<file path="config.mk">
export PLATFORM = sky130hd
export DESIGN_NAME = nx_node_dump
export DESIGN_NICKNAME = d
export VERILOG_FILES = /design/src/rtl/nx_node_pkg.sv /design/src/rtl/nx_msg_pkg.sv /design/src/rtl/nx_node_dump.sv
export VERILOG_INCLUDE_DIRS = /design/src /design/src/rtl
export SDC_FILE = /design/constraint.sdc
export NUM_CORES = 1
export LEC_CHECK = 0
export ABC_AREA = 1
export ABC_CLOCK_PERIOD_IN_PS = 2100
export BUFFER_PORTS_ARGS = -buffer_cell sky130_fd_sc_hd__buf_2
export CORE_AREA = 2 2 77 79
export DETAILED_ROUTE_END_ITERATION = 10
export DIE_AREA = 0 0 79 81
export PLACE_DENSITY = 0.77
export RECOVER_POWER = 100
export SETUP_SLACK_MARGIN = 0.3
export SLEW_MARGIN = 20
export SYNTH_ARGS = -nofsm -noshare
export SYNTH_HDL_FRONTEND = slang
export SYNTH_SLANG_ARGS = --single-unit
</file>
<file path="constraint.sdc">
create_clock -name i_clk -period 2.1 [get_ports i_clk]
set_input_delay 0.42 -clock i_clk [delete_from_list [all_inputs] [get_ports i_clk]]
set_output_delay 0.42 -clock i_clk [all_outputs]
set_load 0.01 [all_outputs]
</file>
<file path="src/rtl/nx_node_cfg.svh">
//////////////////////////////
// Sizing for one node of the compute fabric
// RAM word address and data widths set the store depth and word size
// The APB space maps RAM words below NX_CMD_ADDR and the command register at it
// Status reads and all error responses depend on NX_CMD_ADDR
//////////////////////////////
`ifndef NX_NODE_CFG_SVH
`define NX_NODE_CFG_SVH

// Word address width of the store, 1024 words
`define NX_RAM_ADDR_W 10
// Word width of the store, also the APB data width
`define NX_RAM_DATA_W 32
// APB byte address width
`define NX_APB_ADDR_W 13
// Byte address of the command register
`define NX_CMD_ADDR 13'h1000

`endif
</file>
<file path="src/rtl/nx_node_pkg.sv">
//////////////////////////////
// Formats used only inside the node
// Both engines step through the same state encoding
//////////////////////////////
`default_nettype none

`include "nx_node_cfg.svh"

package nx_node_pkg;

    // A single word write into the store, valid while en is high
    typedef struct packed {
        logic                      en;
        logic [`NX_RAM_ADDR_W-1:0] addr;
        logic [`NX_RAM_DATA_W-1:0] data;
    } nx_store_wr_t;

    // Engine states, a word is read in ST_READ and returned in ST_WAIT
    typedef enum logic [1:0] {
        ST_IDLE = 2'd0,
        ST_READ = 2'd1,
        ST_WAIT = 2'd2,
        ST_EMIT = 2'd3
    } nx_eng_state_e;

endpackage

`default_nettype wire

</file>
<file path="src/rtl/nx_msg_pkg.sv">
//////////////////////////////
// Formats seen outside the node
// The command word must pack into one APB data word
// The opcode is shared by commands and output messages
//////////////////////////////
`default_nettype none

`include "nx_node_cfg.svh"

package nx_msg_pkg;

    // Operation carried by a command and echoed in every output message
    typedef enum logic [1:0] {
        OP_NONE = 2'd0,
        OP_SUM  = 2'd1,
        OP_DUMP = 2'd2
    } nx_op_e;

    // Command register layout with the opcode in the lowest bits
    typedef struct packed {
        logic [`NX_RAM_DATA_W-2-2*`NX_RAM_ADDR_W-1:0] spare;
        logic [`NX_RAM_ADDR_W-1:0]                    count_m1;
        logic [`NX_RAM_ADDR_W-1:0]                    base;
        nx_op_e                                       op;
    } nx_cmd_t;

    // One output message, for SUM the address is the base of the range
    typedef struct packed {
        nx_op_e                    op;
        logic [`NX_RAM_ADDR_W-1:0] addr;
        logic [`NX_RAM_DATA_W-1:0] data;
    } nx_msg_t;

endpackage

`default_nettype wire

</file>
<file path="src/rtl/nx_node_dump.sv">
//////////////////////////////
// DUMP engine on store port B
// Emits one message per word from base, in address order
// The next word is read only after the current one is accepted
//////////////////////////////
`timescale 1ns/1ps
`default_nettype none

`include "nx_node_cfg.svh"

module nx_node_dump (
      input  logic                      i_clk
    , input  logic                      i_reset
    // Command
    , input  logic                      i_start
    , input  nx_msg_pkg::nx_cmd_t       i_cmd
    , output logic                      o_busy
    // Store port B
    , output logic [`NX_RAM_ADDR_W-1:0] o_rd_addr
    , output logic                      o_rd_en
    , input  logic [`NX_RAM_DATA_W-1:0] i_rd_data
    // Word messages
    , output nx_msg_pkg::nx_msg_t       o_msg
    , output logic                      o_msg_valid
    , input  logic                      i_msg_ready
);

nx_node_pkg::nx_eng_state_e state_q;
logic [`NX_RAM_ADDR_W-1:0]  addr_q;
logic [`NX_RAM_ADDR_W-1:0]  left_q;
logic [`NX_RAM_DATA_W-1:0]  data_q;

// Read, capture and offer each word in turn
always_ff @(posedge i_clk) begin
    if (i_reset) begin
        state_q <= nx_node_pkg::ST_IDLE;
    end else begin
        case (state_q)
            nx_node_pkg::ST_IDLE: if (i_start) state_q <= nx_node_pkg::ST_READ;
            nx_node_pkg::ST_READ: state_q <= nx_node_pkg::ST_WAIT;
            nx_node_pkg::ST_WAIT: state_q <= nx_node_pkg::ST_EMIT;
            nx_node_pkg::ST_EMIT: begin
                // Busy ends only with the acceptance of the last word
                if (i_msg_ready) begin
                    state_q <= (left_q == '0) ? nx_node_pkg::ST_IDLE : nx_node_pkg::ST_READ;
                end
            end
            default: state_q <= nx_node_pkg::ST_IDLE;
        endcase
    end
end

// Address steps after acceptance so the message stays stable while offered
always_ff @(posedge i_clk) begin
    if (i_start) begin
        addr_q <= i_cmd.base;
        left_q <= i_cmd.count_m1;
    end else if (state_q == nx_node_pkg::ST_EMIT && i_msg_ready) begin
        addr_q <= addr_q + 1'b1;
        left_q <= left_q - 1'b1;
    end
    if (state_q == nx_node_pkg::ST_WAIT) data_q <= i_rd_data;
end

assign o_busy      = state_q != nx_node_pkg::ST_IDLE;
assign o_rd_en     = state_q == nx_node_pkg::ST_READ;
assign o_rd_addr   = addr_q;
assign o_msg_valid = state_q == nx_node_pkg::ST_EMIT;
assign o_msg.op    = nx_msg_pkg::OP_DUMP;
assign o_msg.addr  = addr_q;
assign o_msg.data  = data_q;

endmodule : nx_node_dump

`default_nettype wire

</file>
==> results.md <==
* Status: finished, final reports clean
* Sequential share of the synthesized area at 66.29%
* Drt total wl at 5242 um
* Residual DRC count at 0
* Total vias in the final route at 1,851
* CTS root buf: clkbuf_8
* Skew final at 11.21 ps
* Max FO, Critical Path at 15
* Share of cells above drive strength 1 at 22.15%
* Fill count at 545
* Worst Tran Pin Value at 1071 ps
* Worst EP arrival at 1680 ps
* DP Wirelength at 3948 um
* Critical Path Start Type: flop
* Critical path class: flop to flop
* Clk pin slew, worst setup/hold paths at 100 ps
* Peak VDD IR at 0.3664 mV
* Largest net degree at the start of global routing at 33
* Post-Synthesis Cells at 210
* Core box area at 5675 um2
* Post-CTS setup buffers at 0
* TritonCTS clock tree: built
* Placed inst area at 2970 um2
* Yosys warning count at 0
* GP Congestion at 0.8117
* Vias in the first global route at 1,680
* Total CTS buffers at 5
* Req. time, crit path at 2080 ps
* Most common cell after layout, fill and taps aside: clkbuf_1
* Leak at 0.001210 uW
* Critical Path End Type: flop
* Die Height at 81 um
* Layout area overhead at 23.20%
* Drt initial violations at 68
* # clock sinks at 54
* FF+latch count, synth at 54
* Wirelength per Cell at 13.41 um
* Gates resized, CTS repair at 0
* CTS Hold Bufs at 0
* Area occupied by multi-input gates at 614.3 um2
* Max Cap Viol at 0
* Drt pass-1 iters at 4
* RSZ-0062 raised after global routing: no
* Congestion Overflow GR at 0
* Cell count after placement at 383
* First-pass GRT wire length at 7562 um
* Worst-Skew Late Latency at 310 ps
* Initial core utilization at 42.57%
* Initial antenna violation count at 0
* Fin Hold WS at 277.4 ps
* Nets at 390
* Syn nets at 285
* Max Slew Vio Count at 0
* Row count at 28
* Die area at 6399 um2
* Via density at 4.734
* Hold Crit Class: input pin to flop
* # IOs at 125
* Post-route minimum period at 1703 ps
* Avg Inst Size Synth at 11.51 um2
* N_diodes at 0
* All-layer global routing usage at 15.38%
* Synth unique cells at 28
* Final setup TNS at 0 ps
* Fin cells at 391
* Hold Fails Final Rpt at 0
* Most frequent cells in the layout: clkbuf_1 (56), buf_2 (55), edfxtp_1 (52)
* Reg area at 1602 um2
* Setup violations, final at 0
* H-tree Lvls at 2
* Final Cell Area at 2977 um2
* DRT antenna net count at 0
* Power Density at 937.0 nW/um2
* Worst slew margin at 28.61%
* Die width at 79 um
* F_max at 587.3 MHz
* CTS Buffer Depth at 2
* Port bufs at 110
* Final period utilization at 81.09%
* Mapped Area at 2416 um2
[critical path: stages (launching register included)]
cell and delay, ps:
dfxtp_1 410, ha_1 250, nand2_1 80, nand2_1 220
clkbuf_2 410
[sequential cells by signal, indices dropped and copies added (netlist names)]
name and count:
data_q 32, o_rd_addr 10, state_q 2, left_q 10
[cell type report]
class	count	share of cell area, %
clock inverter	3	0.6726
sequential	54	53.80
inverter	20	2.522
clock buffer	5	2.312
timing repair buffer	114	16.90
multi-input combinational	120	20.64
tap	75	3.153
[path summary, 6_finish.rpt]
path | start | to | slack (ps) | depth (start not counted)
setup / recovery | state_q[0]$_SDFFE_PP0P_ | left_q[5]$_DFFE_PP_ | 400 | 4
hold / removal | i_reset | state_q[0]$_SDFFE_PP0P_ | 280 | 2
setup reg to reg | state_q[0]$_SDFFE_PP0P_ | left_q[5]$_DFFE_PP_ | 400 | 4
hold reg to reg | state_q[0]$_SDFFE_PP0P_ | state_q[0]$_SDFFE_PP0P_ | 530 | 2
[cell families after synthesis]
group | Yosys count | synth area share (%)
AOI/OAI and AO/OA | 30 | 6.888
and+or+nand+nor | 78 | 13.72
xor gates and xnor gates | 3 | 1.088
buffers and inverters | 36 | 8.078
other | 2 | 0.3108
DFF | 54 | 66.29
adders and majority gates | 7 | 3.625
[where the power goes]
group | switching [uW] | internal (uW)
Combinational | 452 | 211
Sequential | 93.2 | 1450
Clock | 345 | 235
Total | 890 | 1900
[per-layer routing]
layer  track usage [%]  share of wire, %  vias up  wire length (um)
met1             18.56                44      833              2307
met3             3.333               8.6        8               452
met2             27.97                47      100              2447
met4             4.138              0.67        0                35
li1                  -                 -      910                 -
met5                 0                 0        -                 0
[per-stage QoR]
stage	utilization (%)	setup slack, ps	power (uW)
3_3_place_gp	52.34	526.9	2254
6_report	52.45	397.2	2789
5_1_grt	52.45	211.2	2948
3_5_place_dp	52.34	445.7	2291
4_1_cts	53.90	435.6	2864
2_1_floorplan	-	438.9	2002
[cell usage after synthesis]
library cell  instances  area [um2]
edfxtp_1             52        1562
nand2_1              42       157.7
inv_1                20       75.07
nor2_1               19       71.32
o21ai_0              14       70.07
buf_4                13       97.59
nand3_1               9       45.04
ha_1                  7       87.58
a21oi_1               6       30.03
a31oi_1               3       18.77
xor2_1                3       26.28
conb_1                2       7.510
dfxtp_1               2       40.04
nand4_1               2       12.51
o21ai_1               2       10.01
o31ai_1               2       15.01
a211oi_1              1       7.510
a31o_2                1       8.760
buf_2                 1       5.000
clkbuf_1              1       3.750
clkbuf_8              1       13.76
nand2_2               1       6.260
nand3_2               1       10.01
nor2_2                1       6.260
nor2_4                1       11.26
nor3_1                1       5.000
o22ai_1               1       6.260
or2_2                 1       6.260
(Power assumes the default switching activity.)
