<file path="config.mk">
export PLATFORM = sky130hd
export DESIGN_NAME = nx_node_sum
export DESIGN_NICKNAME = d
export VERILOG_FILES = /design/src/rtl/nx_node_pkg.sv /design/src/rtl/nx_msg_pkg.sv /design/src/rtl/nx_node_sum.sv
export VERILOG_INCLUDE_DIRS = /design/src /design/src/rtl
export SDC_FILE = /design/constraint.sdc
export NUM_CORES = 1
export LEC_CHECK = 0
export BUFFER_PORTS_ARGS = -buffer_cell sky130_fd_sc_hd__buf_2
export CAP_MARGIN = 40
export CORE_MARGIN = 10
export CORE_UTILIZATION = 56
export CTS_CLUSTER_DIAMETER = 60
export DETAILED_ROUTE_END_ITERATION = 6
export GPL_TIMING_DRIVEN = 0
export PLACE_DENSITY = 0.95
export SETUP_SLACK_MARGIN = 0.3
export SLEW_MARGIN = 20
export SYNTH_ARGS = -nofsm -noshare
export SYNTH_HDL_FRONTEND = slang
export SYNTH_SLANG_ARGS = --single-unit
</file>
<file path="constraint.sdc">
create_clock -name i_clk -period 8.45 [get_ports i_clk]
set_input_delay 1.2675 -clock i_clk [delete_from_list [all_inputs] [get_ports i_clk]]
set_output_delay 1.2675 -clock i_clk [all_outputs]
set_load 0.05 [all_outputs]
</file>
<file path="src/rtl/nx_node_cfg.svh">
//////////////////////////////
// Sizing for one node of the compute fabric
// RAM word address and data widths set the store depth and word size
// The APB space maps RAM words below NX_CMD_ADDR and the command register at it
// Status reads and all error responses depend on NX_CMD_ADDR
//////////////////////////////
`ifndef NX_NODE_CFG_SVH
`define NX_NODE_CFG_SVH

// Word address width of the store, 1024 words
`define NX_RAM_ADDR_W 10
// Word width of the store, also the APB data width
`define NX_RAM_DATA_W 32
// APB byte address width
`define NX_APB_ADDR_W 13
// Byte address of the command register
`define NX_CMD_ADDR 13'h1000

`endif
</file>
<file path="src/rtl/nx_node_pkg.sv">
//////////////////////////////
// Formats used only inside the node
// Both engines step through the same state encoding
//////////////////////////////
`default_nettype none

`include "nx_node_cfg.svh"

package nx_node_pkg;

    // A single word write into the store, valid while en is high
    typedef struct packed {
        logic                      en;
        logic [`NX_RAM_ADDR_W-1:0] addr;
        logic [`NX_RAM_DATA_W-1:0] data;
    } nx_store_wr_t;

    // Engine states, a word is read in ST_READ and returned in ST_WAIT
    typedef enum logic [1:0] {
        ST_IDLE = 2'd0,
        ST_READ = 2'd1,
        ST_WAIT = 2'd2,
        ST_EMIT = 2'd3
    } nx_eng_state_e;

endpackage

`default_nettype wire

</file>
<file path="src/rtl/nx_msg_pkg.sv">
//////////////////////////////
// Formats seen outside the node
// The command word must pack into one APB data word
// The opcode is shared by commands and output messages
//////////////////////////////
`default_nettype none

`include "nx_node_cfg.svh"

package nx_msg_pkg;

    // Operation carried by a command and echoed in every output message
    typedef enum logic [1:0] {
        OP_NONE = 2'd0,
        OP_SUM  = 2'd1,
        OP_DUMP = 2'd2
    } nx_op_e;

    // Command register layout with the opcode in the lowest bits
    typedef struct packed {
        logic [`NX_RAM_DATA_W-2-2*`NX_RAM_ADDR_W-1:0] spare;
        logic [`NX_RAM_ADDR_W-1:0]                    count_m1;
        logic [`NX_RAM_ADDR_W-1:0]                    base;
        nx_op_e                                       op;
    } nx_cmd_t;

    // One output message, for SUM the address is the base of the range
    typedef struct packed {
        nx_op_e                    op;
        logic [`NX_RAM_ADDR_W-1:0] addr;
        logic [`NX_RAM_DATA_W-1:0] data;
    } nx_msg_t;

endpackage

`default_nettype wire

</file>
<file path="src/rtl/nx_node_sum.sv">
//////////////////////////////
// SUM engine on store port A
// Adds count_m1+1 words from base, modulo 2^32
// Each word takes two cycles plus any stalled cycles
// Busy stays high until the result message is accepted
//////////////////////////////
`timescale 1ns/1ps
`default_nettype none

`include "nx_node_cfg.svh"

module nx_node_sum (
      input  logic                      i_clk
    , input  logic                      i_reset
    // Command
    , input  logic                      i_start
    , input  nx_msg_pkg::nx_cmd_t       i_cmd
    , output logic                      o_busy
    // Store port A
    , output logic [`NX_RAM_ADDR_W-1:0] o_rd_addr
    , output logic                      o_rd_en
    , input  logic [`NX_RAM_DATA_W-1:0] i_rd_data
    , input  logic                      i_rd_stall
    // Result message
    , output nx_msg_pkg::nx_msg_t       o_msg
    , output logic                      o_msg_valid
    , input  logic                      i_msg_ready
);

nx_node_pkg::nx_eng_state_e state_q;
logic [`NX_RAM_ADDR_W-1:0]  base_q;
logic [`NX_RAM_ADDR_W-1:0]  addr_q;
logic [`NX_RAM_ADDR_W-1:0]  left_q;
logic [`NX_RAM_DATA_W-1:0]  total_q;

// Sequence one read per word, retrying any read that lost port A
always_ff @(posedge i_clk) begin
    if (i_reset) begin
        state_q <= nx_node_pkg::ST_IDLE;
    end else begin
        case (state_q)
            nx_node_pkg::ST_IDLE: if (i_start) state_q <= nx_node_pkg::ST_READ;
            nx_node_pkg::ST_READ: if (!i_rd_stall) state_q <= nx_node_pkg::ST_WAIT;
            nx_node_pkg::ST_WAIT: begin
                // The last word of the range has no words left behind it
                state_q <= (left_q == '0) ? nx_node_pkg::ST_EMIT : nx_node_pkg::ST_READ;
            end
            nx_node_pkg::ST_EMIT: if (i_msg_ready) state_q <= nx_node_pkg::ST_IDLE;
            default: state_q <= nx_node_pkg::ST_IDLE;
        endcase
    end
end

// Range walk and running total, data is valid in ST_WAIT
always_ff @(posedge i_clk) begin
    if (i_start) begin
        base_q  <= i_cmd.base;
        addr_q  <= i_cmd.base;
        left_q  <= i_cmd.count_m1;
        total_q <= '0;
    end else if (state_q == nx_node_pkg::ST_WAIT) begin
        addr_q  <= addr_q + 1'b1;
        left_q  <= left_q - 1'b1;
        total_q <= total_q + i_rd_data;
    end
end

assign o_busy      = state_q != nx_node_pkg::ST_IDLE;
assign o_rd_en     = state_q == nx_node_pkg::ST_READ;
assign o_rd_addr   = addr_q;
assign o_msg_valid = state_q == nx_node_pkg::ST_EMIT;
assign o_msg.op    = nx_msg_pkg::OP_SUM;
assign o_msg.addr  = base_q;
assign o_msg.data  = total_q;

endmodule : nx_node_sum

`default_nettype wire

</file>
==> flow_summary.toml <==
[logic_synthesis]
synth_seq_cells = 64
ys_warn_count = 0
ys.flop_type = "dfxtp_1"
synth_top_area_cell = "edfxtp_1"
seq_area_frac_synth_pct = 37.8
yosys.area.top_type_share_pct = 21.5
syn-num-nets = 588
synthCells = 485
ys_types = 54
async_flop_share_pct = 0
synth_edf_count = 30
synthTopCellsByArea = "edfxtp_1 (22%), dfxtp_1 (16%), ha_1 (9.9%), nand2_1 (8.1%), a21oi_1 (6.1%)"
syn_area_um2 = 4180
synth_area_per_cell_um2 = 8.62

[die]
core_area_um2 = 7250
initial_utilization_pct = 57.7
die_h_um = 106
die_area_um2 = 11300
fp.dieW_um = 106
fp-row-count = 31
io_pins = 126

[clock_tree]
clk_latency_ns = 0.35
path_clk_slew_ns = 0.07
cts.sinks = 64
cts_resized = 0
postCtsSetupBuffers = 0
cts_hold_buffers = 0
cts_tree = "done"
cts_root_buffer = "clkbuf_8"
clock_path_buffers = 2
cts_buffers = 9
htree_levels = 3

[power]
p_leak_nw = 2.39
vdd_ir_drop_max_mv = 0.0932
p_per_area_nw_per_um2 = 200

[routing]
wl_mm = 11.5
drt-vias-per-instance = 5.67
ant_nets = 0
wl_per_cell_um = 16.1
dr.first_iter.drc_count = 150
drc_errors = 0
dr.pass1.iters = 5
vias = 4028

[grt]
grt_first_pass_wirelength_mm = 18.8
top_usage_layer = "met2"
grt_util_met2_pct = 34.2
grt_pass1_vias = 4191
grt.total_usage_pct = 19.9
antenna_found_initial = 0
grt_max_degree = 21
overflow = 0
grt.met3_usage_pct = 5.74
grt_use_met1_pct = 22.7

[placed_design]
dp.cells = 695
place_congestion = 0.943
detailed_place_hpwl_mm = 8.97
port_buffers = 111
pre_cts_ws_ns = 4.23

[status]
status = "complete, no violations"

[worst_setup_path]
cp_max_fo = 3
end_kind = "flip-flop"
cp.required_ns = 8.69
cp-start-kind = "input port"
cp.arrival_ns = 4.13
crit_type = "in -> reg"

[timing]
timing.final.crit_share_pct = 46.0
finalCriticalPeriod_ns = 3.89
finalMaxSlewViolations = 0
hold_viol = 0
fin_ws_ns = 4.56
setup_viol = 0
fmax_mhz = 257
fin_skew_ns = 0.00959
slew_headroom_pct = 47.4
tns_ns = 0
rsz0062_at_grt = "false"
worst_pin_slew_ns = 0.788

[layout]
layout-drive-gt1-share_pct = 22.1
nets = 710
layout_common_cells = "buf_2 (111), nand2_1 (90), a21oi_1 (51)"
fin_cells = 711
antenna_cells = 0
final_common_cell = "buf_2"
syn_to_final_growth_pct = 21.7

[flow_run]
drv_cap = 0

[worst_hold_path]
hold_path_class = "reg -> reg"
[area by class of cell]
type	count	area, um2
inverters	9	33.8
clock inverters	7	104
fillers	557	2160
clock buffers	9	124
plain buffers	22	90.1
well taps	99	124
flip-flops and latches	64	1580
multi-input cells	390	2480
repair buffers	111	556
[per-stage QoR]
step           area [um2]  hold slack [ns]  util [%]  power (mW)
2_1_floorplan        4180            0.599         -       0.639
3_3_place_gp         4860            0.454      67.0       0.711
3_5_place_dp         4860            0.465      67.0       0.723
4_1_cts              5090            0.475      70.2        1.02
5_1_grt              5090            0.496      70.2        1.07
6_report             5090            0.471      70.2        1.02
[where the power goes]
part / total (mW) / internal, mW / leakage, nW / switching (mW)
clock: 0.300 / 0.169 / 0.114 / 0.130
sequential: 0.384 / 0.360 / 0.576 / 0.0248
combinational: 0.335 / 0.109 / 1.70 / 0.226
[cells by family (layout without fill, tap and decap cells)]
logic type / after synthesis / in the layout / synth area share, %
simple gates: 165 / 165 / 17.6
compound gates: 142 / 142 / 21.1
flops: 64 / 64 / 37.8
xor+xnor: 44 / 44 / 9.21
fa+ha+maj: 34 / 34 / 10.4
buf+inv: 31 / 158 / 2.96
mux: 3 / 3 / 0.778
other cells: 2 / 2 / 0.180
[flip-flops by register name, indices dropped and copies added, names as in the netlist]
signal	cells
base_q	10
total_q	32
left_q	10
state_q	2
o_rd_addr	10
[path summary, 6_finish.rpt]
path                           start                        to  slack, ns  cells after the start
max reg2reg  total_q[0]$_SDFFE_PP0P_  total_q[28]$_SDFFE_PP0P_       5.27                     10
max                     i_rd_data[0]  total_q[28]$_SDFFE_PP0P_       4.56                     11
min reg2reg  total_q[4]$_SDFFE_PP0P_   total_q[4]$_SDFFE_PP0P_       0.47                      2
min          total_q[4]$_SDFFE_PP0P_   total_q[4]$_SDFFE_PP0P_       0.47                      2
[critical path, stage by stage]
cell and delay (ns):
buf_2 0.11, ha_1 0.23, fa_1 0.43, a21o_1 0.23
a221oi_2 0.32, nor2b_1 0.15, a311o_1 0.44, a311oi_2 0.39
o41ai_1 0.17, xor2_1 0.17, a22o_1 0.22
[synthesized netlist by cell type, drive strengths merged (2+ instances only)]
cell type,number
a211oi,6
a21o,18
a21oi,51
a221oi,2
a22o,5
a31oi,6
a41oi,2
and2,3
and3,9
and4,2
buf,3
clkbuf,19
conb,2
dfxtp,34
edfxtp,30
ha,33
inv,9
mux2,2
nand2,90
nand3,11
nand3b,3
nand4,3
nor2,26
nor2b,5
nor3,6
o21a,2
o21ai,36
o21ba,2
o31ai,4
or2,2
xnor2,26
xor2,18
[layer usage]
layer  vias to the layer above  part of all wire (%)  wire (um)
met1                      1836                    41       4730
met5                         -                     0          0
li1                       1983                     -          -
met4                         0                   2.3        269
met2                       178                    48       5440
met3                        31                   8.8       1010
Note: power is estimated with default switching activity, not from simulation.
