`src/rtl/nx_node_cfg.svh`:
```
//////////////////////////////
// Sizing for one node of the compute fabric
// RAM word address and data widths set the store depth and word size
// The APB space maps RAM words below NX_CMD_ADDR and the command register at it
// Status reads and all error responses depend on NX_CMD_ADDR
//////////////////////////////
`ifndef NX_NODE_CFG_SVH
`define NX_NODE_CFG_SVH

// Word address width of the store, 1024 words
`define NX_RAM_ADDR_W 10
// Word width of the store, also the APB data width
`define NX_RAM_DATA_W 32
// APB byte address width
`define NX_APB_ADDR_W 13
// Byte address of the command register
`define NX_CMD_ADDR 13'h1000

`endif
```
`src/rtl/nx_node_pkg.sv`:
```
//////////////////////////////
// Formats used only inside the node
// Both engines step through the same state encoding
//////////////////////////////
`default_nettype none

`include "nx_node_cfg.svh"

package nx_node_pkg;

    // A single word write into the store, valid while en is high
    typedef struct packed {
        logic                      en;
        logic [`NX_RAM_ADDR_W-1:0] addr;
        logic [`NX_RAM_DATA_W-1:0] data;
    } nx_store_wr_t;

    // Engine states, a word is read in ST_READ and returned in ST_WAIT
    typedef enum logic [1:0] {
        ST_IDLE = 2'd0,
        ST_READ = 2'd1,
        ST_WAIT = 2'd2,
        ST_EMIT = 2'd3
    } nx_eng_state_e;

endpackage

`default_nettype wire

```
`src/rtl/nx_msg_pkg.sv`:
```
//////////////////////////////
// Formats seen outside the node
// The command word must pack into one APB data word
// The opcode is shared by commands and output messages
//////////////////////////////
`default_nettype none

`include "nx_node_cfg.svh"

package nx_msg_pkg;

    // Operation carried by a command and echoed in every output message
    typedef enum logic [1:0] {
        OP_NONE = 2'd0,
        OP_SUM  = 2'd1,
        OP_DUMP = 2'd2
    } nx_op_e;

    // Command register layout with the opcode in the lowest bits
    typedef struct packed {
        logic [`NX_RAM_DATA_W-2-2*`NX_RAM_ADDR_W-1:0] spare;
        logic [`NX_RAM_ADDR_W-1:0]                    count_m1;
        logic [`NX_RAM_ADDR_W-1:0]                    base;
        nx_op_e                                       op;
    } nx_cmd_t;

    // One output message, for SUM the address is the base of the range
    typedef struct packed {
        nx_op_e                    op;
        logic [`NX_RAM_ADDR_W-1:0] addr;
        logic [`NX_RAM_DATA_W-1:0] data;
    } nx_msg_t;

endpackage

`default_nettype wire

```
`src/rtl/nx_node_apb.sv`:
```
//////////////////////////////
// APB slave for memory loads and commands
// RAM words live below NX_CMD_ADDR, word index is the byte address over four
// A command to a busy engine waits, OP_NONE or a high address errors
// Every read returns the engine status word only
//////////////////////////////
`timescale 1ns/1ps
`default_nettype none

`include "nx_node_cfg.svh"

module nx_node_apb (
      input  logic                      i_clk
    , input  logic                      i_reset
    // APB slave
    , input  logic                      i_psel
    , input  logic                      i_penable
    , input  logic                      i_pwrite
    , input  logic [`NX_APB_ADDR_W-1:0] i_paddr
    , input  logic [`NX_RAM_DATA_W-1:0] i_pwdata
    , output logic                      o_pready
    , output logic [`NX_RAM_DATA_W-1:0] o_prdata
    , output logic                      o_pslverr
    // Towards the store and the engines
    , output nx_node_pkg::nx_store_wr_t o_wr
    , output logic                      o_sum_start
    , output logic                      o_dump_start
    , output nx_msg_pkg::nx_cmd_t       o_cmd
    , input  logic                      i_sum_busy
    , input  logic                      i_dump_busy
);

logic is_mem;
logic is_cmd;
logic blocked;
logic error;
logic pending;
logic done;

// Address decode
assign is_mem = i_paddr < `NX_CMD_ADDR;
assign is_cmd = i_paddr == `NX_CMD_ADDR;
assign o_cmd  = nx_msg_pkg::nx_cmd_t'(i_pwdata);

// A command for an engine still running must wait for it
assign blocked = i_pwrite && is_cmd &&
                 ((o_cmd.op == nx_msg_pkg::OP_SUM  && i_sum_busy) ||
                  (o_cmd.op == nx_msg_pkg::OP_DUMP && i_dump_busy));
assign error   = (i_paddr > `NX_CMD_ADDR) ||
                 (i_pwrite && is_cmd && o_cmd.op != nx_msg_pkg::OP_SUM &&
                  o_cmd.op != nx_msg_pkg::OP_DUMP);

// A transfer is pending from its setup phase until the completing access cycle
assign pending = i_psel && !(i_penable && o_pready);
assign done    = i_psel && i_penable && o_pready;

// Ready is registered during setup, which gives zero wait states when not blocked
always_ff @(posedge i_clk) begin
    if (i_reset) begin
        o_pready  <= 1'b0;
        o_pslverr <= 1'b0;
    end else begin
        o_pready  <= pending && !blocked;
        o_pslverr <= pending && !blocked && error;
    end
end

// Writes and starts last exactly the completing cycle of the transfer
assign o_wr.en      = done && i_pwrite && is_mem;
assign o_wr.addr    = i_paddr[`NX_RAM_ADDR_W+1:2];
assign o_wr.data    = i_pwdata;
assign o_sum_start  = done && i_pwrite && is_cmd && o_cmd.op == nx_msg_pkg::OP_SUM;
assign o_dump_start = done && i_pwrite && is_cmd && o_cmd.op == nx_msg_pkg::OP_DUMP;

// Status word with one busy bit per engine
assign o_prdata = {{(`NX_RAM_DATA_W-2){1'b0}}, i_dump_busy, i_sum_busy};

endmodule : nx_node_apb

`default_nettype wire

```
`config.mk`:
```
export PLATFORM = sky130hd
export DESIGN_NAME = nx_node_apb
export DESIGN_NICKNAME = d
export VERILOG_FILES = /design/src/rtl/nx_node_pkg.sv /design/src/rtl/nx_msg_pkg.sv /design/src/rtl/nx_node_apb.sv
export VERILOG_INCLUDE_DIRS = /design/src /design/src/rtl
export SDC_FILE = /design/constraint.sdc
export NUM_CORES = 1
export LEC_CHECK = 0
export BUFFER_PORTS_ARGS = -buffer_cell sky130_fd_sc_hd__buf_4
export CAP_MARGIN = 10
export CORE_ASPECT_RATIO = 1.5
export CORE_MARGIN = 5
export CORE_UTILIZATION = 31
export CTS_BUF_LIST = sky130_fd_sc_hd__clkbuf_16
export DETAILED_ROUTE_END_ITERATION = 10
export PLACE_DENSITY = 0.87
export SLEW_MARGIN = 20
export SYNTH_ARGS = -nofsm -noshare
export SYNTH_HDL_FRONTEND = slang
export SYNTH_SLANG_ARGS = --single-unit
```
`constraint.sdc`:
```
create_clock -name i_clk -period 2.7 [get_ports i_clk]
set_clock_uncertainty 0.1 [all_clocks]
set_input_delay 0.675 -clock i_clk [delete_from_list [all_inputs] [get_ports i_clk]]
set_output_delay 0.675 -clock i_clk [all_outputs]
set_load 0.01 [all_outputs]
```
==> impl_metrics.env <==
export IMPL_status="complete, no violations"
export IMPL_cts_buffers_inserted=3
export IMPL_drt_total_wl_um=2320
export IMPL_dieHeight_um=79.4
export IMPL_cp_data_required_time_ns=1.92
export IMPL_power_ir_vdd_worst_v=0.000371
export IMPL_power_combinational_fraction=0.266
export IMPL_synthToLayoutAreaGrowth_pct=-24.7
export IMPL_netlist_area_um2=996
export IMPL_ys_types=19
export IMPL_antenna_diode_count=0
export IMPL_crit_arrival_ns=1.75
export IMPL_seq_power_share=0.094
export IMPL_fin_ws_ns=0.173
export IMPL_grt_ovfl_total=0
export IMPL_port_buffers=42
export IMPL_fp_dieW_um=56.3
export IMPL_numClockSinks=2
export IMPL_internal_power_uw=261
export IMPL_globalRouteMet3Util=0.0583
export IMPL_detail_route_iter0_violations=10
export IMPL_slowest_stage="sky130_fd_sc_hd__nor4_2"
export IMPL_design_core_area_mm2=0.00313
export IMPL_cts_tree="yes"
export IMPL_timing_final_hold_violations=0
export IMPL_grt_pass1_wl_um=3110
export IMPL_power_static_leakage_uw=0.000421
export IMPL_most_common_layout_cells="42 x sky130_fd_sc_hd__buf_4, 30 x sky130_fd_sc_hd__conb_1, 3 x sky130_fd_sc_hd__clkbuf_16"
export IMPL_design_portCount=163
export IMPL_grt_met1_usage=0.0678
export IMPL_grt_antenna_before_repair=0
export IMPL_gr_max_usage_layer="met2"
export IMPL_postCtsResizedCells=0
export IMPL_num_vias=528
export IMPL_cts_hold_buffers=0
export IMPL_yosysWarnings=0
export IMPL_via_count_of_the_first_global_routing_pass=576
export IMPL_synth_area_leaders="sky130_fd_sc_hd__buf_4 80%, sky130_fd_sc_hd__dfxtp_1 4.0%, sky130_fd_sc_hd__nor4_2 2.5%"
export IMPL_mostFrequentLayoutCell="sky130_fd_sc_hd__buf_4"
export IMPL_ant_nets=0
export IMPL_postSynthAreaPerCell_um2=7.72
export IMPL_placement_setup_worst_slack_ns=0.140
export IMPL_setup_viol_count_final=0
export IMPL_clock_power_share=0.640
export IMPL_critical_path_most_common_cell="sky130_fd_sc_hd__buf_4"
export IMPL_drtPass1Iterations=3
export IMPL_setup_total_negative_slack_ns=0
export IMPL_detailedPlacementHpwl_um=2110
export IMPL_slew_limit_fails=0
export IMPL_critPathCaptureType="primary output"
export IMPL_post_cts_setup_buffers=0
export IMPL_yosysSeqAreaShare=0.0402
export IMPL_grt_max_degree=8
export IMPL_synth_top_cell_area_share=0.799
export IMPL_rows=25
export IMPL_synth_top_area_cell="sky130_fd_sc_hd__buf_4"
export IMPL_clk_path_buf_depth=2
export IMPL_gp_routability_congestion=0.613
export IMPL_detail_route_drc_violations=0
export IMPL_fin_crit_ns=2.53
export IMPL_vias_per_cell=3.85
export IMPL_design_die_area_mm2=0.00447
export IMPL_met2_usage=0.149
export IMPL_timing_max_cap_violations=0
export IMPL_power_share_switching=0.239
export IMPL_finalNetCount=151
export IMPL_achievable_frequency_mhz=396
export IMPL_synth_cells=129
export IMPL_tot_gr_track_use=0.0959
export IMPL_switchingPower_uw=82.0
export IMPL_initial_utilization=0.318
export IMPL_layout_worst_path_cycle_share=0.936
export IMPL_drive_gt1_frac=0.505
export IMPL_critical_path_max_stage_delay_ns=0.29
export IMPL_postSynthRegisterBits=2
export IMPL_clk_transition_reported_paths_ns=0.03
export IMPL_worstPathCellList="buf_4, nor4_2, nand4_2, nor4b_2, buf_4"
export IMPL_clock_insertion_delay_at_the_later_pin_of_the_skew_report_ns=0.22
export IMPL_clock_tree_root_cell="sky130_fd_sc_hd__clkbuf_16"
export IMPL_worstPathMaxFanout=4
export IMPL_powerDensity_mw_per_mm2=458
export IMPL_hold_class="flip-flop to flip-flop"
export IMPL_hold_ws_ns=0.491
export IMPL_worstSetupPathType="input pin to primary output"
export IMPL_ctsHtreeMaxLevel=1
export IMPL_wl_per_cell_um=16.9
export IMPL_setup_repair_after_global_routing_missed_its_margin="no"
export IMPL_cp_startpoint_kind="input pin"
power groups by stage:
| stage | sequential [uW] | combinational, uW | clock (uW) |
|---|---|---|---|
| 2_1_floorplan | 33.1 | 175 | 0 |
| 3_3_place_gp | 32.4 | 91.1 | 0 |
| 3_5_place_dp | 32.5 | 91.7 | 0 |
| 4_1_cts | 32.2 | 92.1 | 224 |
| 5_1_grt | 32.3 | 100 | 226 |
| 6_report | 32.1 | 91.3 | 220 |
worst max-delay path, delay by kind of cell:
| family | cells | cell delay (ns) |
|---|---|---|
| buffers and inverters | 2 | 0.27 |
| AND/OR/NAND/NOR | 3 | 0.80 |
routing by layer:
metal  up-vias  part of all wire
met5         -                 0
met4         0              0.10
met3        37              0.22
met2        77              0.46
met1       207              0.22
li1        207                 -
per-stage QoR:
step	cells	util	power (uW)	cell area, um2
after detailed placement	134	0.216	124	674
final	137	0.240	343	749
after global placement	134	0.216	124	674
after global routing	137	0.240	359	749
after floorplan	158	-	208	1100
after CTS	137	0.240	348	749
flip-flops by register name, summed over array words and instances, names as in the netlist:
name,cells
o_pslverr,1
o_pready,1
cell usage after synthesis:
cell type                 number
sky130_fd_sc_hd__buf_4       106
sky130_fd_sc_hd__and3b_1       2
sky130_fd_sc_hd__dfxtp_1       2
sky130_fd_sc_hd__nand4_1       2
sky130_fd_sc_hd__nor2_1        2
sky130_fd_sc_hd__nor4_2        2
sky130_fd_sc_hd__conb_1        1
sky130_fd_sc_hd__inv_1         1
sky130_fd_sc_hd__mux2i_1       1
sky130_fd_sc_hd__nand2_1       1
sky130_fd_sc_hd__nand3_1       1
sky130_fd_sc_hd__nand4_2       1
sky130_fd_sc_hd__nor2b_1       1
sky130_fd_sc_hd__nor3b_1       1
sky130_fd_sc_hd__nor4_1        1
sky130_fd_sc_hd__nor4b_2       1
sky130_fd_sc_hd__o211a_1       1
sky130_fd_sc_hd__o21ai_0       1
sky130_fd_sc_hd__xnor2_1       1
path summary, 6_finish.rpt:
check | start | to | slack, ns | cells past startpoint
max reg2reg | o_pready | o_pslverr | 1.88 | 3
min | o_pready | o_pready | 0.49 | 2
max | i_paddr[8] | o_sum_start | 0.17 | 5
min reg2reg | o_pready | o_pready | 0.49 | 2
final cells by class:
class / instances / area (um2)
repair buffers: 42 / 315
multi-input cells: 49 / 265
inverters: 1 / 3.75
clock buffers: 3 / 75.1
well taps: 40 / 50.0
fillers: 374 / 2380
flip-flops and latches: 2 / 40.0
cell families after synthesis:
logic type / synth area share
DFF: 0.0402
other: 0.00377
buffers and inverters: 0.803
muxes: 0.0101
xor gates and xnor gates: 0.00880
AOI/OAI and AO/OA: 0.0151
and+or+nand+nor: 0.119
Power figures use the tool's default switching activity.
