`config.mk`:
```
export PLATFORM = sky130hd
export DESIGN_NAME = nx_node_emit
export DESIGN_NICKNAME = d
export VERILOG_FILES = /design/src/rtl/nx_msg_pkg.sv /design/src/rtl/nx_node_emit.sv
export VERILOG_INCLUDE_DIRS = /design/src /design/src/rtl
export SDC_FILE = /design/constraint.sdc
export NUM_CORES = 1
export LEC_CHECK = 0
export BUFFER_PORTS_ARGS = -buffer_cell sky130_fd_sc_hd__buf_2
export CAP_MARGIN = 15
export CORE_ASPECT_RATIO = 1.4
export CORE_MARGIN = 2
export CORE_UTILIZATION = 42
export DETAILED_ROUTE_END_ITERATION = 6
export PLACE_DENSITY = 0.8
export SKIP_LAST_GASP = 1
export SYNTH_ARGS = -nofsm -noshare
export SYNTH_HDL_FRONTEND = slang
export SYNTH_SLANG_ARGS = --single-unit
export TNS_END_PERCENT = 50
```
`constraint.sdc`:
```
create_clock -name i_clk -period 3.8 [get_ports i_clk]
set_input_delay 0 -clock i_clk [delete_from_list [all_inputs] [get_ports i_clk]]
set_output_delay 0 -clock i_clk [all_outputs]
set_load 0.1 [all_outputs]
```
`src/rtl/nx_node_cfg.svh`:
```
//////////////////////////////
// Sizing for one node of the compute fabric
// RAM word address and data widths set the store depth and word size
// The APB space maps RAM words below NX_CMD_ADDR and the command register at it
// Status reads and all error responses depend on NX_CMD_ADDR
//////////////////////////////
`ifndef NX_NODE_CFG_SVH
`define NX_NODE_CFG_SVH

// Word address width of the store, 1024 words
`define NX_RAM_ADDR_W 10
// Word width of the store, also the APB data width
`define NX_RAM_DATA_W 32
// APB byte address width
`define NX_APB_ADDR_W 13
// Byte address of the command register
`define NX_CMD_ADDR 13'h1000

`endif
```
`src/rtl/nx_msg_pkg.sv`:
```
//////////////////////////////
// Formats seen outside the node
// The command word must pack into one APB data word
// The opcode is shared by commands and output messages
//////////////////////////////
`default_nettype none

`include "nx_node_cfg.svh"

package nx_msg_pkg;

    // Operation carried by a command and echoed in every output message
    typedef enum logic [1:0] {
        OP_NONE = 2'd0,
        OP_SUM  = 2'd1,
        OP_DUMP = 2'd2
    } nx_op_e;

    // Command register layout with the opcode in the lowest bits
    typedef struct packed {
        logic [`NX_RAM_DATA_W-2-2*`NX_RAM_ADDR_W-1:0] spare;
        logic [`NX_RAM_ADDR_W-1:0]                    count_m1;
        logic [`NX_RAM_ADDR_W-1:0]                    base;
        nx_op_e                                       op;
    } nx_cmd_t;

    // One output message, for SUM the address is the base of the range
    typedef struct packed {
        nx_op_e                    op;
        logic [`NX_RAM_ADDR_W-1:0] addr;
        logic [`NX_RAM_DATA_W-1:0] data;
    } nx_msg_t;

endpackage

`default_nettype wire

```
`src/rtl/nx_node_emit.sv`:
```
//////////////////////////////
// Merges the SUM and DUMP messages into one stream
// One output slot, round-robin when both sources are valid
//////////////////////////////
`timescale 1ns/1ps
`default_nettype none

module nx_node_emit (
      input  logic                i_clk
    , input  logic                i_reset
    // Sources
    , input  nx_msg_pkg::nx_msg_t i_sum_msg
    , input  logic                i_sum_valid
    , output logic                o_sum_ready
    , input  nx_msg_pkg::nx_msg_t i_dump_msg
    , input  logic                i_dump_valid
    , output logic                o_dump_ready
    // Merged output
    , output nx_msg_pkg::nx_msg_t o_msg
    , output logic                o_msg_valid
    , input  logic                i_msg_ready
);

logic can_take;
logic pick_dump;
logic last_dump_q;

// The slot takes a new message when empty or when it drains this cycle
assign can_take  = !o_msg_valid || i_msg_ready;
// DUMP wins alone, or on a tie when SUM was served last
assign pick_dump = i_dump_valid && (!i_sum_valid || !last_dump_q);

assign o_sum_ready  = can_take && i_sum_valid && !pick_dump;
assign o_dump_ready = can_take && pick_dump;

always_ff @(posedge i_clk) begin
    if (i_reset) begin
        o_msg_valid <= 1'b0;
        last_dump_q <= 1'b0;
    end else if (o_sum_ready || o_dump_ready) begin
        o_msg_valid <= 1'b1;
        last_dump_q <= pick_dump;
    end else if (i_msg_ready) begin
        o_msg_valid <= 1'b0;
    end
end

// Payload of the slot
always_ff @(posedge i_clk) begin
    if (o_sum_ready || o_dump_ready) o_msg <= pick_dump ? i_dump_msg : i_sum_msg;
end

endmodule : nx_node_emit

`default_nettype wire

```
==> results by group, run 1 <==
Worst hold path
  • Hold Path Class: in2reg
  • Min-Delay Endpoint: o_msg[18]
  • Number of cells traversed by the worst hold path: 2
  • Worst hold path startpoint: i_dump_msg[18]

Place
  • Port Buffers: 139
  • GPL Wtd Cong: 0.704
  • Instance area at placement: 2890 sq um
  • Detailed Place HPWL: 3.70 mm

Floorplanning
  • Top Ports: 140
  • Area of the die: 5760 sq um
  • Core area: 4920 sq um
  • Die width: 64.7 um
  • Row count: 30
  • Initial Util: 44.0%
  • Chip Height: 89.0 um

Finish
  • Finished Cell Area: 3020 sq um
  • Number of diodes added for antenna fixing: 0
  • P&R area growth vs syn: 39.6%
  • Fraction of final layout cells with drive strength greater than 1: 75.1%
  • Most frequent cells in the layout: buf_2, edfxtp_1, mux2_4
  • Most common cell after layout, fill and taps aside: buf_2
  • NumNets Final: 349

Critical path
  • FF-to-FF setup slack: 1.26 ns
  • Arrival @ worst endpoint: 2.58 ns
  • Kind of cell with the highest combined delay on the critical path: buffers and inverters
  • Reg2Reg Launch Point: last_dump_q
  • Kind of start point of the critical path: flop
  • Required time of the critical path: 3.84 ns
  • Critical path capture point type: flop
  • Crit Path Max Fanout: 25
  • Cell count of the worst reg-to-reg path: 4
  • Worst reg2reg endpoint: o_msg[41]
  • Crit-path slowest cell: a21boi_4
  • Crit Path Category: reg2reg
  • Buffering stage count on the worst path with inverters included: 2
  • Delay of the slowest critical-path stage: 0.79 ns
  • List of cells traversed by the critical path: a21boi_4, buf_12, mux2_4, dlygate4sd3_1

Logic synthesis
  • Number of synthesized register bits: 46
  • Number of distinct standard cells referenced by the synthesized netlist: 16
  • Per-instance average area after synthesis: 20.1 sq um
  • Post-synth top area cell: edfxtp_1
  • Post-synthesis cell area: 2170 sq um
  • Number of instances in the synthesized netlist: 108
  • Synthesized Nets: 201
  • Fraction of the yosys area taken by sequential cells: 62.9%
  • Synth Warn #: 0
  • Share of the synthesized area in the top cell type: 61.0%
  • Biggest area contributors in the synthesized netlist: edfxtp_1, mux2_4, buf_12

Global routing
  • Pin count of the biggest net entering global routing: 45
  • Overflow left after global routing: 0
  • Number of global-route vias before repair: 1433
  • Overall track demand over capacity in global routing: 15.6%
  • Initial antenna violation count: 0
  • Wire length of the first global-routing pass: 6.68 mm

STA
  • Final setup viols: 0
  • Worst-margin pin slew: 0.990 ns
  • Worst rel slew slack: 33.9%
  • Maximum achievable frequency: 0.394 GHz
  • Setup Total Neg Slack: 0 ns
  • RSZ-0062 raised after global routing: no
  • Worst Skew: 0.00487 ns
  • Post-route minimum period: 2.54 ns
  • Count of pins over their slew limit: 0
  • Final hold vios: 0
  • Tcrit/Tclk final: 66.8%

Job
  • Maximum capacitance violations: 0

Clock network
  • Clk_lat worst skew: 0.28 ns
  • CTS Sinks: 46
  • CTS H-Tree Depth: 2
  • CTS tree: built
  • Root Buffer Master: clkbuf_8
  • CTS max path bufs: 2
  • Count of cells resized by post-cts repair: 0
  • Post-CTS setup buffers: 0
  • Number of buffers added by the clock tree synthesis step: 5
  • Clk pin slew, worst setup/hold paths: 0.08 ns

Routing
  • Total number of vias: 1481
  • Routed wire length per instance: 14.8 um
  • Routed vias/inst: 4.61
  • DRC violation count after routing: 0
  • Post-DRT Antenna Nets: 0
  • Total Routed Length: 4.76 mm
  • Pre-antenna DRT Iters: 4
  • Initial DRC Count: 116

Power
  • Largest voltage drop on the vdd net: 0.188 mV
  • Leakage dissipation: 1.45 nW
  • Areal power density over the cells: 483 nW/um^2

Outcome
  • Run status: complete, no violations
[cell usage after synthesis]
library cell	count
a21boi_2	1
a21oi_1	2
and2_1	1
buf_12	4
buf_6	1
dfxtp_1	2
edfxtp_1	44
inv_1	1
mux2_2	5
mux2_4	39
nand2_1	1
nand2b_1	1
nor2_1	2
nor2b_1	2
nor3_1	1
o21ai_0	1
[report_power, final]
group          switching (W)  internal (W)  leakage, nW
Combinational       0.000424      0.000136        0.954
Sequential         0.0000122      0.000615        0.454
Clock               0.000147      0.000126       0.0426
Total               0.000583      0.000878         1.45
[through the flow]
stage | total power, W | hold WS (ns) | std cells | utilization (%) | setup slack, ns
after floorplan | 0.00110 | 0.0691 | 108 | - | 0.557
after global placement | 0.00119 | 0.175 | 308 | 58.8 | 1.78
after detailed placement | 0.00120 | 0.186 | 308 | 58.8 | 1.71
after CTS | 0.00148 | 0.00000863 | 320 | 61.3 | 1.24
after global routing | 0.00152 | 0.00214 | 321 | 61.5 | 1.16
final | 0.00146 | 0.0124 | 321 | 61.5 | 1.26
[layout make-up]
type                    count  area [sq um]
fillers                   394          1890
flip-flops and latches     46          1360
repair buffers            146           773
multi-input cells          56           724
well taps                  64          80.1
clock buffers               6          72.6
clock inverters             2          8.76
inverters                   1          3.75
[timing repair]
item / 4_1_cts / 5_1_grt
hold endpoints to repair: 4 / 1
setup endpoints to repair: 0 / 0
hold buffers: 4 / 1
[sequential cells by signal, summed over array words and instances (netlist names)]
signal,cells
last_dump_q,1
o_msg,44
o_msg_valid,1
[per-layer routing]
metal / wire (um) / vias up / track usage (%)
li1: - / 707 / -
met1: 1710 / 688 / 16.9
met2: 2660 / 82 / 29.7
met3: 336 / 4 / 3.40
met4: 59 / 0 / 6.00
met5: 0 / - / 0
[cell families after synthesis]
family / Yosys count / share of synthesized area, %
multiplexers: 44 / 29.6
AO/OA/AOI/OAI: 4 / 1.21
AND/OR/NAND/NOR: 8 / 1.91
flip-flops: 46 / 62.9
buffers and inverters: 6 / 4.39
[worst max-delay path by stage]
stage	to	depth (start not counted)	slack (ns)	start
floorplan	o_msg[0]	2	0.56	o_msg_valid
global placement	o_msg[2]	3	1.78	last_dump_q
detailed placement	o_msg[2]	3	1.71	last_dump_q
CTS	o_msg[41]	4	1.24	last_dump_q
global route	o_msg[41]	4	1.16	last_dump_q
finish	o_msg[41]	4	1.26	last_dump_q
Power figures use the tool's default switching activity.
==> run 2, diff against run 1 <==
Settings changed: ABC_AREA set to 1.
Clock period 3.8 ns to 2.39 ns, I/O delays scaled along.
==> run 2 against run 1 <==
Effect of this change: combinational power is 82% higher; clock power is 110% higher; non-clock buffer count is 48 higher; clock skew hardly changed; register-to-register slack worse by 0.89 ns; critical endpoint is now o_msg[21]; power is 78% higher; synthesized cell count is 90% higher; largest power group is now combinational logic.
==> results by group, run 2 <==
Outcome
  • Run status: complete, no violations

Finish
  • Finished Cell Area: 3440 sq um
  • Biggest registers after layout: o_msg x44, last_dump_q x1, o_msg_valid x1
  • NumNets Final: 485
  • Fraction of final layout cells with drive strength greater than 1: 39.2%
  • Most common cell after layout, fill and taps aside: buf_2
  • Most frequent cells in the layout: buf_2, nand2_1, dlygate4sd3_1
  • Number of diodes added for antenna fixing: 0
  • P&R area growth vs syn: 63.7%
  • Final Instance Count excl. Fillers: 457
  • Biggest register: o_msg
  • Flip-flop count of the largest register, all copies and words added: 44

Clock network
  • CTS tree: built
  • Root Buffer Master: clkbuf_8
  • Clk_lat worst skew: 0.30 ns
  • CTS H-Tree Depth: 2
  • Number of buffers added by the clock tree synthesis step: 5
  • Post-CTS setup buffers: 0
  • CTS max path bufs: 2
  • CTS Sinks: 46
  • Clk pin slew, worst setup/hold paths: 0.09 ns

Logic synthesis
  • Commonest cells in the netlist: nand2_1, nand3_1, edfxtp_1
  • Fraction of the yosys area taken by sequential cells: 64.8%
  • Most frequent cell after synthesis: nand2_1
  • Biggest area contributors in the synthesized netlist: edfxtp_1, nand2_1, nand3_1
  • Share of flip-flops with an asynchronous set or reset after synthesis: 0%
  • Post-synth top area cell: edfxtp_1
  • Synth Warn #: 0
  • Number of flops mapped to enable cells by yosys: 44
  • Top FF cell, synth: edfxtp_1
  • Number of synthesized register bits: 46
  • Synthesized Nets: 298
  • Number of instances in the synthesized netlist: 205
  • Post-synthesis cell area: 2100 sq um
  • Share of the synthesized area in the top cell type: 62.9%
  • Number of distinct standard cells referenced by the synthesized netlist: 12
  • Per-instance average area after synthesis: 10.2 sq um

Floorplanning
  • Initial Util: 43.4%
  • Chip Height: 87.7 um
  • Area of the die: 5590 sq um
  • Die width: 63.8 um
  • Top Ports: 140
  • Core area: 4840 sq um
  • Row count: 30

Routing
  • Routed vias/inst: 4.87
  • Post-DRT Antenna Nets: 0
  • Total number of vias: 2226
  • Initial DRC Count: 179
  • Routed wire length per instance: 13.9 um
  • Total Routed Length: 6.33 mm
  • Pre-antenna DRT Iters: 4
  • DRC violation count after routing: 0

Place
  • Port Buffers: 139
  • GPL Wtd Cong: 0.868
  • Instance area at placement: 2810 sq um
  • Placed Instances: 398
  • Detailed Place HPWL: 3.84 mm

STA
  • Maximum achievable frequency: 0.496 GHz
  • Final setup viols: 0
  • Count of pins over their slew limit: 0
  • Tcrit/Tclk final: 84.3%
  • Worst-margin pin slew: 0.533 ns
  • Post-route minimum period: 2.02 ns
  • Setup Total Neg Slack: 0 ns
  • RSZ-0062 raised after global routing: no
  • Worst Skew: 0.00487 ns
  • Worst rel slew slack: 64.4%
  • Final hold vios: 0

Global routing
  • Wire length of the first global-routing pass: 9.59 mm
  • Initial antenna violation count: 0
  • Overall track demand over capacity in global routing: 22.6%
  • Pin count of the biggest net entering global routing: 45
  • Overflow left after global routing: 0
  • Number of global-route vias before repair: 2134

Critical path
  • Arrival @ worst endpoint: 2.07 ns
  • Critical path capture point type: flop
  • Crit Path Category: reg2reg
  • Required time of the critical path: 2.44 ns
  • Kind of start point of the critical path: flop
  • Crit Path Max Fanout: 44

Power
  • Areal power density over the cells: 758 nW/um^2
  • Largest voltage drop on the vdd net: 0.404 mV
  • Leakage dissipation: 1.73 nW

Worst hold path
  • Hold Path Class: in2reg

Job
  • Maximum capacitance violations: 0
## run 2: cell count changes after synthesis, moves of 2 or more
cell and delta:
nand2_1 +92, mux2_2 -5, buf_12 -4, mux2_4 -39
nand3_1 +45, buf_6 +6, nor2b_1 -2, buf_4 +6
## run 2: kinds of logic (layout without fill, tap and decap cells)
| logic type | after synthesis | in the layout | share of synthesized area (%) |
|---|---|---|---|
| compound gates | 3 | 3 | 0.894 |
| flops | 46 | 46 | 64.8 |
| simple gates | 140 | 140 | 27.8 |
| buf+inv | 16 | 204 | 6.44 |
## run 2: cell type report
class	instances	area, sq um
Clock buffer	5	68.8
Clock inverter	3	45.0
Fill cell	359	1410
Inverter	2	7.51
Multi-Input combinational cell	143	611
Sequential cell	46	1360
Tap cell	64	80.1
Timing Repair Buffer	194	1260
## run 2: final timing paths
kind | cells past startpoint | endpoint | from | slack, ns
setup / recovery | 6 | o_msg[21] | last_dump_q | 0.37
hold / removal | 3 | o_msg[4] | i_dump_msg[4] | 0.007
setup reg to reg | 6 | o_msg[21] | last_dump_q | 0.37
hold reg to reg | 2 | last_dump_q | last_dump_q | 0.47
## run 2: per-layer routing
layer  vias up  global-route usage (%)  part of all wire, %  routed length [um]
li1       1067                       -                    -                   -
met1      1030                    22.6                   35                2190
met2       106                    43.7                   56                3520
met3        23                    4.24                  5.6                 353
met4         0                    12.1                  4.3                 273
met5         -                       0                    0                   0
## run 2: worst max-delay path, stage by stage, from the launching register on
cell           delay (ns)
dfxtp_1              0.32
nand2_1              0.09
buf_4                0.25
nand2_4              0.31
nand2_1              0.16
nand2_1              0.06
dlygate4sd3_1        0.56
## run 2: per-stage QoR
| step | setup slack [ns] | hold WS, ns | utilization (%) | total power [W] |
|---|---|---|---|---|
| after floorplan | 0.244 | 0.0691 | - | 0.00179 |
| after global placement | 0.764 | 0.179 | 58.0 | 0.00196 |
| after detailed placement | 0.690 | 0.182 | 58.0 | 0.00197 |
| after CTS | 0.178 | 0.000871 | 70.9 | 0.00261 |
| after global routing | 0.233 | 0.00335 | 71.0 | 0.00270 |
| final | 0.375 | 0.00698 | 71.0 | 0.00261 |
## run 2: timing repair
| item | 4_1_cts | 5_1_grt |
|---|---|---|
| resized for setup | 0 | 1 |
| endpoints found under the hold margin | 46 | 0 |
| endpoints found under the setup margin | 0 | 3 |
| hold buffers | 51 | 0 |
## run 2: report_power, final
part / total (W) / internal [W] / switching, W
Combinational: 0.00102 / 0.000218 / 0.000800
Sequential: 0.00101 / 0.000990 / 0.0000205
Clock: 0.000578 / 0.000311 / 0.000267
Total: 0.00261 / 0.00152 / 0.00109
